File: config.mk
export PLATFORM = sky130hd
export DESIGN_NAME = uart_sink_flat
export DESIGN_NICKNAME = d
export VERILOG_FILES = /design/src/hw/mem_sys_pkg.sv /design/src/hw/axi_lite_if.sv /design/src/hw/uart_sink.sv /design/src/flat_wrapper.sv
export VERILOG_INCLUDE_DIRS = /design/src /design/src/hw
export SDC_FILE = /design/constraint.sdc
export NUM_CORES = 1
export LEC_CHECK = 0
export ABC_AREA = 1
export BUFFER_PORTS_ARGS = -buffer_cell sky130_fd_sc_hd__buf_2
export CAP_MARGIN = 25
export CORE_AREA = 2 2 60 62
export CTS_BUF_LIST = sky130_fd_sc_hd__clkbuf_16
export CTS_CLUSTER_DIAMETER = 100
export CTS_CLUSTER_SIZE = 40
export DETAILED_ROUTE_END_ITERATION = 10
export DIE_AREA = 0 0 62 64
export PLACE_DENSITY = 0.74
export REMOVE_ABC_BUFFERS = 1
export SYNTH_ARGS = -nofsm -noshare
export SYNTH_HDL_FRONTEND = slang
export SYNTH_SLANG_ARGS = --single-unit
File: constraint.sdc
create_clock -name clk -period 0.98 [get_ports clk]
set_input_delay 0 -clock clk [delete_from_list [all_inputs] [get_ports clk]]
set_output_delay 0 -clock clk [all_outputs]
set_load 0.005 [all_outputs]
File: src/hw/mem_sys_consts.svh
`ifndef MEM_SYS_CONSTS_SVH
`define MEM_SYS_CONSTS_SVH

// memory map
`define SRAM_BASE 32'h8000_0000
// depth in 32-bit words
`define SRAM_WORDS 256
// uart data register, write only
`define UART_ADDR 32'h1000_0000

// sram wait cycles before the response
`define SRAM_LAT 2
// wait timer counter width
`define TIMER_W 4

// response codes
`define RESP_OKAY 2'b00
`define RESP_DECERR 2'b11

`endif

File: src/hw/mem_sys_pkg.sv
package mem_sys_pkg;

	// byte address and bus word
	typedef logic [31:0] addr_t;
	typedef logic [31:0] data_t;
	// one enable per byte lane
	typedef logic [3:0] strb_t;
	// okay / decerr
	typedef logic [1:0] resp_t;
	typedef logic [7:0] char_t;

	// arbiter fsm
	typedef enum logic [2:0] {
		ARB_IDLE,
		ARB_INST_RD,
		ARB_DATA_RD,
		ARB_DATA_WR,
		ARB_WR_RESP
	} arb_state_t;

	// crossbar targets
	typedef enum logic [1:0] {
		DEV_SRAM,
		DEV_UART,
		DEV_ERR
	} dev_t;

endpackage

File: src/hw/axi_lite_if.sv
`timescale 1ns/1ps

interface axi_lite_if;
	import mem_sys_pkg::*;

	// read address
	addr_t ar_addr;
	logic  ar_valid;
	logic  ar_ready;
	// read data
	data_t r_data;
	resp_t r_resp;
	logic  r_valid;
	logic  r_ready;
	// write address
	addr_t aw_addr;
	logic  aw_valid;
	logic  aw_ready;
	// write data
	data_t w_data;
	strb_t w_strb;
	logic  w_valid;
	logic  w_ready;
	// write response
	resp_t b_resp;
	logic  b_valid;
	logic  b_ready;

	modport mgr (
		output ar_addr, ar_valid, r_ready, aw_addr, aw_valid, w_data, w_strb, w_valid, b_ready,
		input  ar_ready, r_data, r_resp, r_valid, aw_ready, w_ready, b_resp, b_valid
	);

	modport sub (
		input  ar_addr, ar_valid, r_ready, aw_addr, aw_valid, w_data, w_strb, w_valid, b_ready,
		output ar_ready, r_data, r_resp, r_valid, aw_ready, w_ready, b_resp, b_valid
	);

endinterface

File: src/hw/uart_sink.sv
`timescale 1ns/1ps
`include "mem_sys_consts.svh"

module uart_sink (
	input  logic               clk,
	input  logic               rst_i,
	axi_lite_if.sub            bus_i,
	output mem_sys_pkg::char_t char_o,
	output logic               strobe_o
);

	logic b_valid_q;
	logic wr_go;

	// takes aw and w in one cycle, blocked while b is pending
	assign bus_i.aw_ready = !b_valid_q && bus_i.aw_valid && bus_i.w_valid;
	assign bus_i.w_ready = bus_i.aw_ready;
	assign wr_go = bus_i.aw_valid && bus_i.aw_ready;

	// no readable register
	assign bus_i.ar_ready = 1'b0;
	assign bus_i.r_valid = 1'b0;
	assign bus_i.r_data = '0;
	assign bus_i.r_resp = `RESP_DECERR;

	assign bus_i.b_valid = b_valid_q;
	assign bus_i.b_resp = `RESP_OKAY;

	// strobe and b_valid rise in the same cycle
	always_ff @(posedge clk) begin
		if (rst_i) begin
			b_valid_q <= 1'b0;
			strobe_o <= 1'b0;
		end else begin
			strobe_o <= wr_go;
			if (wr_go)
				b_valid_q <= 1'b1;
			else if (bus_i.b_ready)
				b_valid_q <= 1'b0;
		end
	end

	// low byte only
	always_ff @(posedge clk) begin
		if (wr_go)
			char_o <= bus_i.w_data[7:0];
	end

endmodule

File: src/flat_wrapper.sv
// flat-port wrapper written by rule: the top's interface ports become plain ports
module uart_sink_flat 
  (clk, rst_i, char_o, strobe_o, bus_i_ar_addr, bus_i_ar_valid, bus_i_r_ready, bus_i_aw_addr, bus_i_aw_valid, bus_i_w_data, bus_i_w_strb, bus_i_w_valid, bus_i_b_ready, bus_i_ar_ready, bus_i_r_data, bus_i_r_resp, bus_i_r_valid, bus_i_aw_ready, bus_i_w_ready, bus_i_b_resp, bus_i_b_valid);
  axi_lite_if bus_i_i ();
  input  logic clk;
  input  logic rst_i;
  output mem_sys_pkg::char_t char_o;
  output logic strobe_o;
  input wire logic [$bits(bus_i_i.ar_addr)-1:0] bus_i_ar_addr;
  input wire logic [$bits(bus_i_i.ar_valid)-1:0] bus_i_ar_valid;
  input wire logic [$bits(bus_i_i.r_ready)-1:0] bus_i_r_ready;
  input wire logic [$bits(bus_i_i.aw_addr)-1:0] bus_i_aw_addr;
  input wire logic [$bits(bus_i_i.aw_valid)-1:0] bus_i_aw_valid;
  input wire logic [$bits(bus_i_i.w_data)-1:0] bus_i_w_data;
  input wire logic [$bits(bus_i_i.w_strb)-1:0] bus_i_w_strb;
  input wire logic [$bits(bus_i_i.w_valid)-1:0] bus_i_w_valid;
  input wire logic [$bits(bus_i_i.b_ready)-1:0] bus_i_b_ready;
  output wire logic [$bits(bus_i_i.ar_ready)-1:0] bus_i_ar_ready;
  output wire logic [$bits(bus_i_i.r_data)-1:0] bus_i_r_data;
  output wire logic [$bits(bus_i_i.r_resp)-1:0] bus_i_r_resp;
  output wire logic [$bits(bus_i_i.r_valid)-1:0] bus_i_r_valid;
  output wire logic [$bits(bus_i_i.aw_ready)-1:0] bus_i_aw_ready;
  output wire logic [$bits(bus_i_i.w_ready)-1:0] bus_i_w_ready;
  output wire logic [$bits(bus_i_i.b_resp)-1:0] bus_i_b_resp;
  output wire logic [$bits(bus_i_i.b_valid)-1:0] bus_i_b_valid;
  assign bus_i_i.ar_addr = bus_i_ar_addr;
  assign bus_i_i.ar_valid = bus_i_ar_valid;
  assign bus_i_i.r_ready = bus_i_r_ready;
  assign bus_i_i.aw_addr = bus_i_aw_addr;
  assign bus_i_i.aw_valid = bus_i_aw_valid;
  assign bus_i_i.w_data = bus_i_w_data;
  assign bus_i_i.w_strb = bus_i_w_strb;
  assign bus_i_i.w_valid = bus_i_w_valid;
  assign bus_i_i.b_ready = bus_i_b_ready;
  assign bus_i_ar_ready = bus_i_i.ar_ready;
  assign bus_i_r_data = bus_i_i.r_data;
  assign bus_i_r_resp = bus_i_i.r_resp;
  assign bus_i_r_valid = bus_i_i.r_valid;
  assign bus_i_aw_ready = bus_i_i.aw_ready;
  assign bus_i_w_ready = bus_i_i.w_ready;
  assign bus_i_b_resp = bus_i_i.b_resp;
  assign bus_i_b_valid = bus_i_i.b_valid;
  uart_sink u_core (.clk(clk), .rst_i(rst_i), .bus_i(bus_i_i), .char_o(char_o), .strobe_o(strobe_o));
endmodule
---- Yosys cells after proc, flatten, opt, wreduce, memory -nomap -nowiden ----
Cells that the tools add are included.
word-level totals
  bits in registers ....................... 10
  bits in latches ......................... 0
  memory bits (writable) .................. 0
  memory bits (read-only) ................. 0
  input port bits ......................... 107
  output and inout bits ................... 50
  memories kept ........................... 0
operators by class
  $add $sub $neg .......................... 0
  $mul .................................... 0
  divide/modulo/power cells ............... 0
  magnitude comparators ................... 0
  equality and inequality tests ........... 0
  shift operators ......................... 0
  muxes and demuxes ....................... 2
  bitwise logic cells ..................... 0
  reduce and logical (&&, ||, !) cells .... 5
operators with widths
  cell                number
  1-bit logical AND   3
  1-bit two-way mux   2
  2-bit nonzero test  1
  1-bit logical NOT   1

---- Logic depth before layout (Yosys ltp) ----
  depth after elaboration ................. 5
  depth in mapped cells ................... 4
  gate-level depth less buffers ........... 4

---- Least setup slack after synthesis ----
Ideal clock, no wire load.
  kind .................................... flip-flop to flip-flop
  start point ............................. register u_core.b_valid_q, in the netlist u_core.bus_i.b_valid
  end point ............................... register u_core.char_o[0], enable pin
  setup time .............................. 0.343 ns
  arrival time ............................ 0.621 ns
  data required time ...................... 0.637 ns
  slack ................................... 0.016 ns
  stages on the path, launching flop included .. 2
  clock period less this slack ............ 0.964 ns
  cells stage by stage .................... dfxtp_1 -> nor2_2
between the ends
  cells in the longest elaborated chain, start to end .. 4
ends and longest elaborated chain
  element                          line             RTL
  start, declared                  uart_sink.sv:12  logic b_valid_q;
  start signal, assigned           uart_sink.sv:32  b_valid_q <= 1'b0;
  start signal, assigned           uart_sink.sv:37  b_valid_q <= 1'b1;
  start signal, assigned           uart_sink.sv:39  b_valid_q <= 1'b0;
  1-bit logical NOT                uart_sink.sv:16  assign bus_i.aw_ready = !b_valid_q && bus_i.aw_valid && bus_i.w_valid;
  1-bit logical AND (2 in series)  uart_sink.sv:16
  1-bit logical AND                uart_sink.sv:18  assign wr_go = bus_i.aw_valid && bus_i.aw_ready;
  named net u_core.wr_go           uart_sink.sv:13  logic wr_go;
  end signal, assigned             uart_sink.sv:46  char_o <= bus_i.w_data[7:0];
  end, declared                    uart_sink.sv:8   output mem_sys_pkg::char_t char_o,
The timed path passes the listed nets, and every way through them passes these cells.
A chain may end at the register's enable or synchronous reset.

---- Worst setup path after layout ----
  start point ............................. register u_core.b_valid_q, in the netlist u_core.bus_i.b_valid
  end point ............................... register u_core.char_o[7], enable pin
The elaborated chain is that of the path after synthesis.

==> results <==
- The final wirelength is 892 um.
- The weighted congestion at the end of routability-driven global placement is 0.543.
- The floorplan step defined a die boundary enclosing 0.00397 sq mm.
- For this design the top-level I/O count stands at 157.
- The number of antenna violations at the first check in global routing came to 0.
- The max capacitance violation total is 0.
- After synthesis the cells add up to 617 sq um.
- For this run, the detailed router's first-pass iteration total came to 2.
- Setup violations remaining at the end of the flow were counted as 0.
- The share of post-route cells with drive strength above 1 is 0.312.
- The number of global-route vias before repair is 268.
- From left edge to right edge, the die measures 62 um.
- The clock reaches the later pin of the worst-skew pair after 0.23 ns.
- The critical path goes through nor2_2 -> buf_12.
- The post-synthesis area per instance is 10.5 sq um.
- The number of routed nets with antenna violations is 0.
- The data required time of the critical path is 0.93 ns.
- The flow ran to the end, and the final reports show no timing, DRC or antenna violations.
- In this run, CTS created clock tree buffers numbering 3.
- The core footprint is 0.00328 sq mm.
- STA classifies the critical path endpoint as a flop.
- The final total negative setup slack is 0 ns.
- The floorplan has 21 rows.
- The pin count of the biggest net entering global routing is 10.
- For this run, the register share of the synthesized area comes to 0.454.
- The signal arrival time at the worst endpoint is 0.87 ns.
- After detailed routing, the number of vias per cell comes to 2.64.
- After detailed routing, the number of remaining DRC violations is 0.
- The non-filler instance count after layout is 139.
- The synthesized instance count is 59.
- The number of pins exceeding their max-slew limit in the final report is 0.
- The final number of hold-violating endpoints is 0.
- The worst ir drop on vdd is 0.000430 V.
- The leakage power total is 0.425 nW.
- The Yosys step of the flow raised 0 warnings.
- Based on the critical path, the design can be clocked at up to 1090 MHz.
- Setup repair after global routing left no endpoint under its margin.
- The routed layout has 367 vias.
- The category of the worst setup path launch point is a flop.
- The final routed wire length divided by cell count is 6.42 um.
- The master of the slowest instance on the critical path is sky130_fd_sc_hd__dfxtp_1.
- The synthesis-to-finish area growth is 32.3%.
- The layout has 367 filler cells.
- The setup clock skew after layout is 0.00208 ns.
- In this run, post-CTS repair resized a total of 0 instances.
- The post-layout minimum cycle time is 0.922 ns.
- The clock tree from TritonCTS is built.
- The maximum fanout along the worst path is 9.
- During placement, the flow inserted port buffers numbering 24.
- The root buffer selected by CTS is sky130_fd_sc_hd__clkbuf_16.
- The die is 64 um tall.
- The post-route fraction of the period consumed by the critical path is 0.940.
- Clock tree synthesis found a total of 10 sinks.
- For this block, the initial DRC count from the detailed router was 8.
- On the worst path, the slowest cell contributes a delay of 0.33 ns.
- The H-tree depth is 1.
- The repair_antennas step left the layout with diodes totalling 0.
- The synthesized flop and latch total is 10.
- The total instance count after detailed placement is 127.
- The cell area power density is 1630 mW/mm^2.
- For this configuration, the core starts out at a cell density of 0.188.
- The first global-routing pass estimated 1170 um of wire.
- The path class of the tightest hold or removal check is input pin to flop.
- The distinct cell type count of the synthesized netlist is 9.
- The final layout contains 201 nets.
- The residual overflow from global routing is 0.
- The critical path in this run is classified as flop to flop.
- Across every metal layer, demand over resource in global routing totals 0.0426.
- The longest clock path from root to sink contains 2 buffers.
- The clock edge transition at the registers on the reported setup and hold paths is 0.04 ns.
-- through the flow --
step                hold slack, ns   util  instance area (sq um)  total power (W)  worst slack (ns)
detailed placement           0.178  0.200                    657         0.000603            0.0573
floorplan                   0.0989      -                    459         0.000545            0.0163
global route                0.0416  0.248                    816          0.00139           0.00808
finish                      0.0255  0.248                    816          0.00133            0.0584
global placement             0.178  0.200                    657         0.000600            0.0724
CTS                         0.0225  0.248                    816          0.00134            0.0535
-- cells in the final DEF, fill, tap and decap left out --
master and instances:
sky130_fd_sc_hd__edfxtp_1 8, sky130_fd_sc_hd__nor2_2 1, sky130_fd_sc_hd__nor2_1 1, sky130_fd_sc_hd__clkbuf_16 3, sky130_fd_sc_hd__nand2_1 3, sky130_fd_sc_hd__buf_2 24, sky130_fd_sc_hd__inv_1 2, sky130_fd_sc_hd__clkinv_1 1
sky130_fd_sc_hd__conb_1 38, sky130_fd_sc_hd__buf_12 1, sky130_fd_sc_hd__dlygate4sd3_1 8, sky130_fd_sc_hd__dfxtp_1 2, sky130_fd_sc_hd__nand3b_1 1
-- report_power, final --
part	total (W)	switching [W]	internal (W)
combinational	0.000135	0.0000709	0.0000641
sequential	0.000488	0.00000568	0.000483
clock	0.000705	0.000172	0.000533
-- cell families after synthesis --
kind of cell	count (synthesis)	share of synthesized area
simple gates	6	0.0467
flops	10	0.454
other cells	2	0.0122
buf+inv	41	0.487
-- layout make-up --
class	instances	area, sq um	area share
Sequential cell	10	280	0.344
Timing Repair Buffer	33	220	0.270
Multi-Input combinational cell	44	171	0.210
Clock buffer	3	75.1	0.0920
Tap cell	46	57.6	0.0706
Inverter	2	7.51	0.00920
Clock inverter	1	3.75	0.00460
-- synth_stat cells --
| library cell | count | area [sq um] |
|---|---|---|
| sky130_fd_sc_hd__conb_1 | 2 | 7.51 |
| sky130_fd_sc_hd__nor2_1 | 1 | 3.75 |
| sky130_fd_sc_hd__buf_4 | 39 | 293 |
| sky130_fd_sc_hd__edfxtp_1 | 8 | 240 |
| sky130_fd_sc_hd__inv_1 | 2 | 7.51 |
| sky130_fd_sc_hd__nand2_1 | 3 | 11.3 |
| sky130_fd_sc_hd__nor2_2 | 1 | 6.26 |
| sky130_fd_sc_hd__dfxtp_1 | 2 | 40.0 |
| sky130_fd_sc_hd__nand3b_1 | 1 | 7.51 |
-- layer usage --
metal | global-route usage | wire [um] | vias to the layer above
li1 | - | - | 174
met2 | 0.0560 | 322 | 51
met3 | 0.0243 | 192 | 2
met5 | 0 | 0 | -
met1 | 0.0457 | 355 | 140
met4 | 0.0399 | 21 | 0
-- final timing paths --
path	startpoint	end	slack, ns	cells after the start
worst max register to register	u_core.bus_i.b_valid	u_core.char_o[7]	0.06	2
worst max-delay path	u_core.bus_i.b_valid	u_core.char_o[7]	0.06	2
worst min register to register	u_core.bus_i.b_valid	u_core.bus_i.b_valid	0.51	2
worst min-delay path	bus_i_b_ready	u_core.bus_i.b_valid	0.03	3
-- worst max-delay path: cells and delay by family, from the launching register on --
family,cells,cell delay (ns)
buf+inv,1,0.14
flops,1,0.33
simple gates,1,0.16
-- state kept, by name (all words and copies together) (netlist names) --
| name | flops |
|---|---|
| u_core.bus_i.b_valid | 1 |
| u_core.char_o | 8 |
| u_core.strobe_o | 1 |
-- repair_timing --
| action | CTS | global route |
|---|---|---|
| endpoints found under the hold margin | 8 | 0 |
| buffers inserted | 0 | 0 |
| hold buffers | 8 | 0 |
| endpoints found under the setup margin | 0 | 0 |
(Power assumes the default switching activity.)
