[config.mk]
export PLATFORM = sky130hd
export DESIGN_NAME = mem_arbiter_flat
export DESIGN_NICKNAME = d
export VERILOG_FILES = /design/src/hw/mem_sys_consts.svh /design/src/hw/mem_sys_pkg.sv /design/src/hw/axi_lite_if.sv /design/src/hw/mem_arbiter.sv /design/src/flat_wrapper.sv
export SDC_FILE = /design/constraint.sdc
export NUM_CORES = 1
export LEC_CHECK = 0
export BUFFER_PORTS_ARGS = -buffer_cell sky130_fd_sc_hd__buf_2
export CAP_MARGIN = 20
export CORE_AREA = 2 2 139 141
export CTS_CLUSTER_DIAMETER = 60
export DETAILED_ROUTE_END_ITERATION = 12
export DIE_AREA = 0 0 141 143
export GPL_TIMING_DRIVEN = 0
export HOLD_SLACK_MARGIN = 0.06
export PLACE_DENSITY = 0.42
export SETUP_SLACK_MARGIN = 0.05
export SYNTH_ARGS = -nofsm -noshare
export SYNTH_HDL_FRONTEND = slang
export SYNTH_SLANG_ARGS = --single-unit
[constraint.sdc]
create_clock -name clk -period 4.6 [get_ports clk]
set_input_delay 0.69 -clock clk [delete_from_list [all_inputs] [get_ports clk]]
set_output_delay 0.69 -clock clk [all_outputs]
set_load 0.03 [all_outputs]
[src/hw/mem_sys_consts.svh]
`ifndef MEM_SYS_CONSTS_SVH
`define MEM_SYS_CONSTS_SVH

// memory map
`define SRAM_BASE 32'h8000_0000
// depth in 32-bit words
`define SRAM_WORDS 256
// uart data register, write only
`define UART_ADDR 32'h1000_0000

// sram wait cycles before the response
`define SRAM_LAT 2
// wait timer counter width
`define TIMER_W 4

// response codes
`define RESP_OKAY 2'b00
`define RESP_DECERR 2'b11

`endif

[src/hw/mem_sys_pkg.sv]
package mem_sys_pkg;

	// byte address and bus word
	typedef logic [31:0] addr_t;
	typedef logic [31:0] data_t;
	// one enable per byte lane
	typedef logic [3:0] strb_t;
	// okay / decerr
	typedef logic [1:0] resp_t;
	typedef logic [7:0] char_t;

	// arbiter fsm
	typedef enum logic [2:0] {
		ARB_IDLE,
		ARB_INST_RD,
		ARB_DATA_RD,
		ARB_DATA_WR,
		ARB_WR_RESP
	} arb_state_t;

	// crossbar targets
	typedef enum logic [1:0] {
		DEV_SRAM,
		DEV_UART,
		DEV_ERR
	} dev_t;

endpackage

[src/hw/axi_lite_if.sv]
`timescale 1ns/1ps

interface axi_lite_if;
	import mem_sys_pkg::*;

	// read address
	addr_t ar_addr;
	logic  ar_valid;
	logic  ar_ready;
	// read data
	data_t r_data;
	resp_t r_resp;
	logic  r_valid;
	logic  r_ready;
	// write address
	addr_t aw_addr;
	logic  aw_valid;
	logic  aw_ready;
	// write data
	data_t w_data;
	strb_t w_strb;
	logic  w_valid;
	logic  w_ready;
	// write response
	resp_t b_resp;
	logic  b_valid;
	logic  b_ready;

	modport mgr (
		output ar_addr, ar_valid, r_ready, aw_addr, aw_valid, w_data, w_strb, w_valid, b_ready,
		input  ar_ready, r_data, r_resp, r_valid, aw_ready, w_ready, b_resp, b_valid
	);

	modport sub (
		input  ar_addr, ar_valid, r_ready, aw_addr, aw_valid, w_data, w_strb, w_valid, b_ready,
		output ar_ready, r_data, r_resp, r_valid, aw_ready, w_ready, b_resp, b_valid
	);

endinterface

[src/hw/mem_arbiter.sv]
`timescale 1ns/1ps

module mem_arbiter (
	input  logic                clk,
	input  logic                rst_i,
	input  mem_sys_pkg::addr_t  inst_ar_addr_i,
	input  logic                inst_ar_valid_i,
	output logic                inst_ar_ready_o,
	output mem_sys_pkg::data_t  inst_r_data_o,
	output mem_sys_pkg::resp_t  inst_r_resp_o,
	output logic                inst_r_valid_o,
	input  logic                inst_r_ready_i,
	input  mem_sys_pkg::addr_t  data_ar_addr_i,
	input  logic                data_ar_valid_i,
	output logic                data_ar_ready_o,
	output mem_sys_pkg::data_t  data_r_data_o,
	output mem_sys_pkg::resp_t  data_r_resp_o,
	output logic                data_r_valid_o,
	input  logic                data_r_ready_i,
	input  mem_sys_pkg::addr_t  data_aw_addr_i,
	input  logic                data_aw_valid_i,
	output logic                data_aw_ready_o,
	input  mem_sys_pkg::data_t  data_w_data_i,
	input  mem_sys_pkg::strb_t  data_w_strb_i,
	input  logic                data_w_valid_i,
	output logic                data_w_ready_o,
	output mem_sys_pkg::resp_t  data_b_resp_o,
	output logic                data_b_valid_o,
	input  logic                data_b_ready_i,
	axi_lite_if.mgr             bus_o
);
	import mem_sys_pkg::*;

	arb_state_t state;
	// 1 when the data port had the last grant
	logic last_data;
	// read address granted but not yet accepted downstream
	logic addr_pend;
	logic inst_req, data_wr_req, data_req;
	logic gnt_inst, gnt_data;
	logic inst_addr_ph, data_rd_addr_ph, wr_addr_ph;

	// a write needs both aw and w
	assign inst_req = inst_ar_valid_i;
	assign data_wr_req = data_aw_valid_i && data_w_valid_i;
	assign data_req = data_wr_req || data_ar_valid_i;

	// round robin, the port not served last wins a tie
	assign gnt_inst = inst_req && (!data_req || last_data);
	assign gnt_data = data_req && (!inst_req || !last_data);

	// which port owns the address channels this cycle
	assign inst_addr_ph = (state == ARB_IDLE && gnt_inst) || (state == ARB_INST_RD && addr_pend);
	assign data_rd_addr_ph = (state == ARB_IDLE && gnt_data && !data_wr_req) ||
		(state == ARB_DATA_RD && addr_pend);
	assign wr_addr_ph = (state == ARB_IDLE && gnt_data && data_wr_req) || state == ARB_DATA_WR;

	// shared bus, address side
	assign bus_o.ar_addr = inst_addr_ph ? inst_ar_addr_i : data_ar_addr_i;
	assign bus_o.ar_valid = (inst_addr_ph && inst_ar_valid_i) ||
		(data_rd_addr_ph && data_ar_valid_i);
	assign bus_o.aw_addr = data_aw_addr_i;
	assign bus_o.aw_valid = wr_addr_ph && data_aw_valid_i;
	assign bus_o.w_data = data_w_data_i;
	assign bus_o.w_strb = data_w_strb_i;
	assign bus_o.w_valid = wr_addr_ph && data_w_valid_i;

	// ready goes straight through to the owner, no extra cycle
	assign inst_ar_ready_o = inst_addr_ph && bus_o.ar_ready;
	assign data_ar_ready_o = data_rd_addr_ph && bus_o.ar_ready;
	assign data_aw_ready_o = wr_addr_ph && bus_o.aw_ready;
	assign data_w_ready_o = wr_addr_ph && bus_o.w_ready;

	// response steering, payload shared
	assign inst_r_data_o = bus_o.r_data;
	assign inst_r_resp_o = bus_o.r_resp;
	assign inst_r_valid_o = state == ARB_INST_RD && bus_o.r_valid;
	assign data_r_data_o = bus_o.r_data;
	assign data_r_resp_o = bus_o.r_resp;
	assign data_r_valid_o = state == ARB_DATA_RD && bus_o.r_valid;
	assign bus_o.r_ready = (state == ARB_INST_RD && inst_r_ready_i) ||
		(state == ARB_DATA_RD && data_r_ready_i);
	assign data_b_resp_o = bus_o.b_resp;
	assign data_b_valid_o = state == ARB_WR_RESP && bus_o.b_valid;
	assign bus_o.b_ready = state == ARB_WR_RESP && data_b_ready_i;

	always_ff @(posedge clk) begin
		if (rst_i) begin
			state <= ARB_IDLE;
			last_data <= 1'b0;
			addr_pend <= 1'b0;
		end else begin
			unique case (state)
				ARB_IDLE: begin
					if (gnt_inst) begin
						state <= ARB_INST_RD;
						last_data <= 1'b0;
						addr_pend <= !inst_ar_ready_o;
					end else if (gnt_data && data_wr_req) begin
						last_data <= 1'b1;
						// aw and w accepted together or wait for both
						state <= (data_aw_ready_o && data_w_ready_o) ? ARB_WR_RESP : ARB_DATA_WR;
					end else if (gnt_data) begin
						state <= ARB_DATA_RD;
						last_data <= 1'b1;
						addr_pend <= !data_ar_ready_o;
					end
				end
				ARB_INST_RD, ARB_DATA_RD: begin
					if (bus_o.ar_valid && bus_o.ar_ready)
						addr_pend <= 1'b0;
					if (bus_o.r_valid && bus_o.r_ready)
						state <= ARB_IDLE;
				end
				ARB_DATA_WR: begin
					if (data_aw_ready_o && data_w_ready_o)
						state <= ARB_WR_RESP;
				end
				ARB_WR_RESP: begin
					if (bus_o.b_valid && bus_o.b_ready)
						state <= ARB_IDLE;
				end
				default: state <= ARB_IDLE;
			endcase
		end
	end

	// only one port may see an address accepted per cycle
	one_grant: assert property (@(posedge clk) disable iff (rst_i)
		!(inst_ar_ready_o && (data_ar_ready_o || data_aw_ready_o)));

endmodule

[src/flat_wrapper.sv]
// flat-port wrapper written by rule: the top's interface ports become plain ports
module mem_arbiter_flat import mem_sys_pkg::*;
  (clk, rst_i, inst_ar_addr_i, inst_ar_valid_i, inst_ar_ready_o, inst_r_data_o, inst_r_resp_o, inst_r_valid_o, inst_r_ready_i, data_ar_addr_i, data_ar_valid_i, data_ar_ready_o, data_r_data_o, data_r_resp_o, data_r_valid_o, data_r_ready_i, data_aw_addr_i, data_aw_valid_i, data_aw_ready_o, data_w_data_i, data_w_strb_i, data_w_valid_i, data_w_ready_o, data_b_resp_o, data_b_valid_o, data_b_ready_i, bus_o_ar_addr, bus_o_ar_valid, bus_o_r_ready, bus_o_aw_addr, bus_o_aw_valid, bus_o_w_data, bus_o_w_strb, bus_o_w_valid, bus_o_b_ready, bus_o_ar_ready, bus_o_r_data, bus_o_r_resp, bus_o_r_valid, bus_o_aw_ready, bus_o_w_ready, bus_o_b_resp, bus_o_b_valid);
  axi_lite_if bus_o_i ();
  input  logic clk;
  input  logic rst_i;
  input  mem_sys_pkg::addr_t inst_ar_addr_i;
  input  logic inst_ar_valid_i;
  output logic inst_ar_ready_o;
  output mem_sys_pkg::data_t inst_r_data_o;
  output mem_sys_pkg::resp_t inst_r_resp_o;
  output logic inst_r_valid_o;
  input  logic inst_r_ready_i;
  input  mem_sys_pkg::addr_t data_ar_addr_i;
  input  logic data_ar_valid_i;
  output logic data_ar_ready_o;
  output mem_sys_pkg::data_t data_r_data_o;
  output mem_sys_pkg::resp_t data_r_resp_o;
  output logic data_r_valid_o;
  input  logic data_r_ready_i;
  input  mem_sys_pkg::addr_t data_aw_addr_i;
  input  logic data_aw_valid_i;
  output logic data_aw_ready_o;
  input  mem_sys_pkg::data_t data_w_data_i;
  input  mem_sys_pkg::strb_t data_w_strb_i;
  input  logic data_w_valid_i;
  output logic data_w_ready_o;
  output mem_sys_pkg::resp_t data_b_resp_o;
  output logic data_b_valid_o;
  input  logic data_b_ready_i;
  output wire logic [$bits(bus_o_i.ar_addr)-1:0] bus_o_ar_addr;
  output wire logic [$bits(bus_o_i.ar_valid)-1:0] bus_o_ar_valid;
  output wire logic [$bits(bus_o_i.r_ready)-1:0] bus_o_r_ready;
  output wire logic [$bits(bus_o_i.aw_addr)-1:0] bus_o_aw_addr;
  output wire logic [$bits(bus_o_i.aw_valid)-1:0] bus_o_aw_valid;
  output wire logic [$bits(bus_o_i.w_data)-1:0] bus_o_w_data;
  output wire logic [$bits(bus_o_i.w_strb)-1:0] bus_o_w_strb;
  output wire logic [$bits(bus_o_i.w_valid)-1:0] bus_o_w_valid;
  output wire logic [$bits(bus_o_i.b_ready)-1:0] bus_o_b_ready;
  input wire logic [$bits(bus_o_i.ar_ready)-1:0] bus_o_ar_ready;
  input wire logic [$bits(bus_o_i.r_data)-1:0] bus_o_r_data;
  input wire logic [$bits(bus_o_i.r_resp)-1:0] bus_o_r_resp;
  input wire logic [$bits(bus_o_i.r_valid)-1:0] bus_o_r_valid;
  input wire logic [$bits(bus_o_i.aw_ready)-1:0] bus_o_aw_ready;
  input wire logic [$bits(bus_o_i.w_ready)-1:0] bus_o_w_ready;
  input wire logic [$bits(bus_o_i.b_resp)-1:0] bus_o_b_resp;
  input wire logic [$bits(bus_o_i.b_valid)-1:0] bus_o_b_valid;
  assign bus_o_ar_addr = bus_o_i.ar_addr;
  assign bus_o_ar_valid = bus_o_i.ar_valid;
  assign bus_o_r_ready = bus_o_i.r_ready;
  assign bus_o_aw_addr = bus_o_i.aw_addr;
  assign bus_o_aw_valid = bus_o_i.aw_valid;
  assign bus_o_w_data = bus_o_i.w_data;
  assign bus_o_w_strb = bus_o_i.w_strb;
  assign bus_o_w_valid = bus_o_i.w_valid;
  assign bus_o_b_ready = bus_o_i.b_ready;
  assign bus_o_i.ar_ready = bus_o_ar_ready;
  assign bus_o_i.r_data = bus_o_r_data;
  assign bus_o_i.r_resp = bus_o_r_resp;
  assign bus_o_i.r_valid = bus_o_r_valid;
  assign bus_o_i.aw_ready = bus_o_aw_ready;
  assign bus_o_i.w_ready = bus_o_w_ready;
  assign bus_o_i.b_resp = bus_o_b_resp;
  assign bus_o_i.b_valid = bus_o_b_valid;
  mem_arbiter u_core (.clk(clk), .rst_i(rst_i), .inst_ar_addr_i(inst_ar_addr_i), .inst_ar_valid_i(inst_ar_valid_i), .inst_ar_ready_o(inst_ar_ready_o), .inst_r_data_o(inst_r_data_o), .inst_r_resp_o(inst_r_resp_o), .inst_r_valid_o(inst_r_valid_o), .inst_r_ready_i(inst_r_ready_i), .data_ar_addr_i(data_ar_addr_i), .data_ar_valid_i(data_ar_valid_i), .data_ar_ready_o(data_ar_ready_o), .data_r_data_o(data_r_data_o), .data_r_resp_o(data_r_resp_o), .data_r_valid_o(data_r_valid_o), .data_r_ready_i(data_r_ready_i), .data_aw_addr_i(data_aw_addr_i), .data_aw_valid_i(data_aw_valid_i), .data_aw_ready_o(data_aw_ready_o), .data_w_data_i(data_w_data_i), .data_w_strb_i(data_w_strb_i), .data_w_valid_i(data_w_valid_i), .data_w_ready_o(data_w_ready_o), .data_b_resp_o(data_b_resp_o), .data_b_valid_o(data_b_valid_o), .data_b_ready_i(data_b_ready_i), .bus_o(bus_o_i));
endmodule
# [After elaboration in Yosys (flattened, before gate mapping)]
# Index checks and enable logic that the tools add are counted.
[op_classes] eq_ne=11 n_mux=17 n_reduce_logical=49
[ops] cell="$mux W32" n=1
[ops] cell="$logic_and A1 B1 Y1" n=28
[ops] cell="$mux W3" n=7
[ops] cell="$pmux W3 S4" n=1
[ops] cell="$logic_or A1 B1 Y1" n=8
[ops] cell="$reduce_and A4 Y1" n=2
[ops] cell="$mux W1" n=7
[ops] cell="$eq A3 B2 Y1 const B" n=2
[ops] cell="$logic_not A1 Y1" n=6
[ops] cell="$ne A2 B1 Y1 const B" n=2
[ops] cell="$ne A2 B2 Y1 const B" n=2
[ops] cell="$ne A4 B2 Y1 const B" n=1
[ops] cell="$eq A3 B1 Y1 const B" n=1
[ops] cell="$eq A3 B3 Y1 const B" n=1
[ops] cell="$logic_not A3 Y1" n=1
[ops] cell="$ne A3 B1 Y1 const B" n=1
[ops] cell="$ne A3 B2 Y1 const B" n=1
[ops] cell="$reduce_bool A3 Y1" n=1
[ops] cell="$pmux W1 S2" n=1
[ops] cell="$reduce_and A2 Y1" n=1
[ops] cell="$reduce_bool A2 Y1" n=1
[ops] cell="$reduce_or A2 Y1" n=1
[totals] regBits=5 inputBits=182 output_inout_bits=182 elab_cells=80

# [Logic depth before layout (Yosys ltp)]
[logic_depth] ltp_word=12 ltp_mapped=6 mapped_depth_nobuf=4

# [Worst setup path before layout]
# Ideal clock, no wire load.
[synth_path] path_kind="input port to output port" start="in inst_ar_valid_i" end="out data_ar_ready_o" t_arrival_ns=1.994 t_required_ns=3.910 path_slack_ns=1.916 cell_stages=3 path_cell_list="a21oi_1 a32oi_1 nor4b_1"
[synth_between] elab_chain_len=7
[synth_rtl] element="start, declared" line_no="flat_wrapper.sv:8" text="input logic inst_ar_valid_i;"
[synth_rtl] element="$logic_not A1 Y1" line_no="mem_arbiter.sv:50" text="assign gnt_data = data_req && (!inst_req || !last_data);"
[synth_rtl] element="$logic_or A1 B1 Y1" line_no="mem_arbiter.sv:50"
[synth_rtl] element="$logic_and A1 B1 Y1" line_no="mem_arbiter.sv:50"
[synth_rtl] element="$logic_and A1 B1 Y1 (2 in series)" line_no="mem_arbiter.sv:54" text="assign data_rd_addr_ph = (state == ARB_IDLE && gnt_data && !data_wr_req) ||"
[synth_rtl] element="$logic_or A1 B1 Y1" line_no="mem_arbiter.sv:54"
[synth_rtl] element="$logic_and A1 B1 Y1" line_no="mem_arbiter.sv:70" text="assign data_ar_ready_o = data_rd_addr_ph && bus_o.ar_ready;"
[synth_rtl] element="end, declared" line_no="flat_wrapper.sv:16" text="output logic data_ar_ready_o;"
# No other way between the ends.

# [Worst setup path after layout]
[layout_path] start="in data_aw_valid_i" end="out bus_o_ar_addr[26]"
[layout_between] elab_chain_len=8
[layout_rtl] element="start, declared" line_no="flat_wrapper.sv:22" text="input logic data_aw_valid_i;"
[layout_rtl] element="$logic_and A1 B1 Y1" line_no="mem_arbiter.sv:45" text="assign data_wr_req = data_aw_valid_i && data_w_valid_i;"
[layout_rtl] element="$logic_or A1 B1 Y1" line_no="mem_arbiter.sv:46" text="assign data_req = data_wr_req || data_ar_valid_i;"
[layout_rtl] element="$logic_not A1 Y1" line_no="mem_arbiter.sv:49" text="assign gnt_inst = inst_req && (!data_req || last_data);"
[layout_rtl] element="$logic_or A1 B1 Y1" line_no="mem_arbiter.sv:49"
[layout_rtl] element="$logic_and A1 B1 Y1" line_no="mem_arbiter.sv:49"
[layout_rtl] element="$logic_and A1 B1 Y1" line_no="mem_arbiter.sv:53" text="assign inst_addr_ph = (state == ARB_IDLE && gnt_inst) || (state == ARB_INST_RD && addr_pend);"
[layout_rtl] element="$logic_or A1 B1 Y1" line_no="mem_arbiter.sv:53"
[layout_rtl] element="$mux W32" line_no="mem_arbiter.sv:59" text="assign bus_o.ar_addr = inst_addr_ph ? inst_ar_addr_i : data_ar_addr_i;"
[layout_rtl] element="end, declared" line_no="flat_wrapper.sv:31" text="output wire logic [$bits(bus_o_i.ar_addr)-1:0] bus_o_ar_addr;"
# No other way between the ends.

==> metrics <==
weighted congestion reported at the end of routability-driven placement 0.709; clk sinks 5; Final min period 3100 ps; synthesized net count approximately 430; die outline area between 20000 and 25000 µm²; Detailed Place HPWL slightly below 7000 µm; Setup TNS 0 ps; distinct cell type count after synthesis 32; power per cell area 290 nW/µm²; Pre-antenna DRT Iters 4; class of the most critical hold timing path flip-flop to flip-flop; # Post-CTS Setup Buffers 0; area fraction of the dominant cell type after synthesis 0.528; relative slew slack 0.671; number of max-capacitance violations reported 0; Layout Nets about 700; FP Rows 50; final worst path period share 0.674; Longest Clk Path Bufs 2; antenna diode count 0; Peak supply drop 105 µV; area post-placement 3550 µm²; CTS Hold Buffers Added 0; die boundary height approximately 140 µm; quantity of gates resized following cts 0; antenna violations before repair 0; number of nets with antenna violations after routing 0; drt initial violations 30; number of cells traversed by the worst register-to-register path 5; r2r setup slk approximately 3000 ps; endpoint required time on the critical path between 3000 and 4000 ps; Synth warnings 0; first-pass GRT wire length between 9000 and 10000 µm; aggregate global routing overflow 0; maximum level of the CTS H-tree 1; worst-skew pair later-pin latency between 200 and 250 ps; width of the die 141 µm; Root Driver clkbuf_16; ranking of synthesized cells by area buf_4, mux2_2, dfxtp_1; startpoint type of the worst setup path input port; Critical Setup Path Class input port to output port; maximum cell stage delay along the critical path around 470 ps; Avg Cell Area, Syn 7.94 µm²; count of mapped cells out of synthesis ~250; total non-filler cell area in the finished layout ~3600 µm²; total via count after detailed routing between 2k and 2.5k; Critical Path Slowest Stage Cell a211oi_4; clock tree from TritonCTS built; input/output buffers about 260; run status finished clean; Seq/Total Area, Yosys 0.0510; Ports 364; Synth Register Bits 5; actual transition at the worst max-transition pin 492 ps; final routed wire length divided by cell count 9.83 µm; CP cell instances buf_2 -> a21oi_1 -> o21ai_2 -> a211oi_4 -> buf_6 -> mux2_2 -> buf_2; largest area contributor in the synthesized netlist buf_4; final hold violation count 0; Crit Reg-Reg Endpoint u_core.state[1]; largest net degree at the start of global routing 11; RSZ-0062 raised after global routing no; final-report max-slew violation count 0; total setup violations reported at the end of the flow 0; Levels on crit path 7; effective utilization at floorplan 0.106; GRT Resource Usage Total 0.0599; Layout Skew roughly 1.4 ps; number of cells traversed by the worst hold path 1; endpoint of the worst setup timing path bus_o_ar_addr[26]; post-CTS clock slew at the launch and capture registers of the worst setup and hold paths approximately 30 ps; netlist area before placement just under 2000 µm²; cell seen most often among critical-path stages buf_2; Worst Setup End Kind output port; origin of the worst setup path data_aw_valid_i; Leakage Power around 2.1 nW; layout overhead on the synthesized area 85.1%; maximum fanout encountered on the critical timing path 10; kind of cell adding the most delay to the critical path compound AO/OA/AOI/OAI gates; total clock buffers created by CTS 3; fraction of layout cells with a size suffix above 1 0.873; origin of the critical flop-to-flop path u_core.state[1]; via count of the first global-routing pass about 2k; critical path data arrival time 2410 ps; post-route DRC violation count 0; Post-Route WL ~7300 µm; Floorplan Core Area roughly 19000 µm²; buffering stage count on the worst path with inverters included 3; vias per cell 3.24; Max Clock Freq approximately 320 MHz
sequential cells by signal, summed over array words and instances (netlist names):
signal            count
u_core.addr_pend      1
u_core.last_data      1
u_core.state          3
layer usage:
| layer | vias up | GRT usage | wire [µm] |
|---|---|---|---|
| met1 | 1009 | 0.0487 | 2170 |
| met4 | 0 | 0.0221 | 73 |
| met5 | - | 0 | 0 |
| met2 | 191 | 0.133 | 4320 |
| li1 | 1211 | - | - |
| met3 | 2 | 0.0148 | 756 |
cell type report:
| type | count | area, µm² |
|---|---|---|
| Clock buffer | 3 | 75.1 |
| Inverter | 2 | 7.51 |
| Fill cell | 2110 | 14900 |
| Buffer | 146 | 1090 |
| Sequential cell | 5 | 100 |
| Tap cell | 234 | 293 |
| Clock inverter | 1 | 5.00 |
| Timing Repair Buffer | 259 | 1300 |
| Multi-Input combinational cell | 94 | 761 |
worst reg2reg max path, delay by kind of cell, from the launching register on:
kind / cells / cell delay (ps)
multiplexers: 1 / 230
AND/OR/NAND/NOR: 1 / 90
AO/OA/AOI/OAI: 1 / 430
flip-flops: 1 / 290
buffers and inverters: 2 / 450
cell usage in the layout (no fill, tap or decap):
master	synthesis	routed
mux2i_1	1	1
nor2_1	3	3
o211a_1	1	1
dfxtp_1	5	5
nor4_1	1	1
a221oi_1	1	1
a21boi_0	2	2
o21ai_0	2	2
o21ai_2	1	1
buf_6	3	3
o32ai_1	1	1
and2_2	2	2
or3_1	1	1
inv_1	2	2
buf_4	138	138
mux2_2	33	33
a21o_1	1	1
nor2b_1	2	2
o2111ai_1	1	1
nand2_1	11	11
nor4b_1	2	2
a211oi_4	1	1
nor3b_1	1	1
nor3_1	5	5
a21oi_1	6	6
a32o_1	2	2
clkbuf_1	1	1
clkbuf_16	0	3
a32oi_1	1	1
buf_2	4	263
clkinv_2	0	1
nand3b_1	5	5
and2_1	6	6
nand3_1	1	1
Yosys cell counts (all sizes together):
master	instances
a211oi	1
a21boi	2
a21o	1
a21oi	6
a221oi	1
a32o	2
a32oi	1
and2	8
buf	145
clkbuf	1
dfxtp	5
inv	2
mux2	33
mux2i	1
nand2	11
nand3	1
nand3b	5
nor2	3
nor2b	2
nor3	5
nor3b	1
nor4	1
nor4b	2
o2111ai	1
o211a	1
o21ai	3
o32ai	1
or3	1
how the worst min path moves through the flow:
stage | startpoint | end | slack (ps)
after floorplan | u_core.addr_pend | u_core.addr_pend | 520
after global placement | u_core.addr_pend | u_core.addr_pend | 560
final | u_core.addr_pend | u_core.addr_pend | 570
after global routing | u_core.addr_pend | u_core.addr_pend | 590
after CTS | u_core.addr_pend | u_core.addr_pend | 570
after detailed placement | u_core.addr_pend | u_core.addr_pend | 560
through the flow:
step | setup slack, ps | hold slack [ps] | total power [mW] | utilization | std cells
after floorplan | 1920 | 515 | 0.705 | - | 247
after global placement | 1420 | 562 | 0.928 | 0.191 | 740
after detailed placement | 1430 | 558 | 0.920 | 0.191 | 740
after CTS | 1430 | 567 | 1.07 | 0.195 | 744
after global routing | 1350 | 588 | 1.11 | 0.195 | 744
final | 1500 | 566 | 1.05 | 0.195 | 744
kinds of logic after synthesis:
| family | after synthesis | share of synthesized area |
|---|---|---|
| flip-flops | 5 | 0.0510 |
| AND/OR/NAND/NOR | 40 | 0.114 |
| AO/OA/AOI/OAI | 20 | 0.0797 |
| multiplexers | 34 | 0.195 |
| buffers and inverters | 148 | 0.561 |
where the power goes:
part / internal [mW] / switching, mW / total, mW
Clock: 0.114 / 0.0286 / 0.142
Sequential: 0.0559 / 0.00890 / 0.0648
Combinational: 0.339 / 0.507 / 0.846
Note: power is estimated with default switching activity, not from simulation.
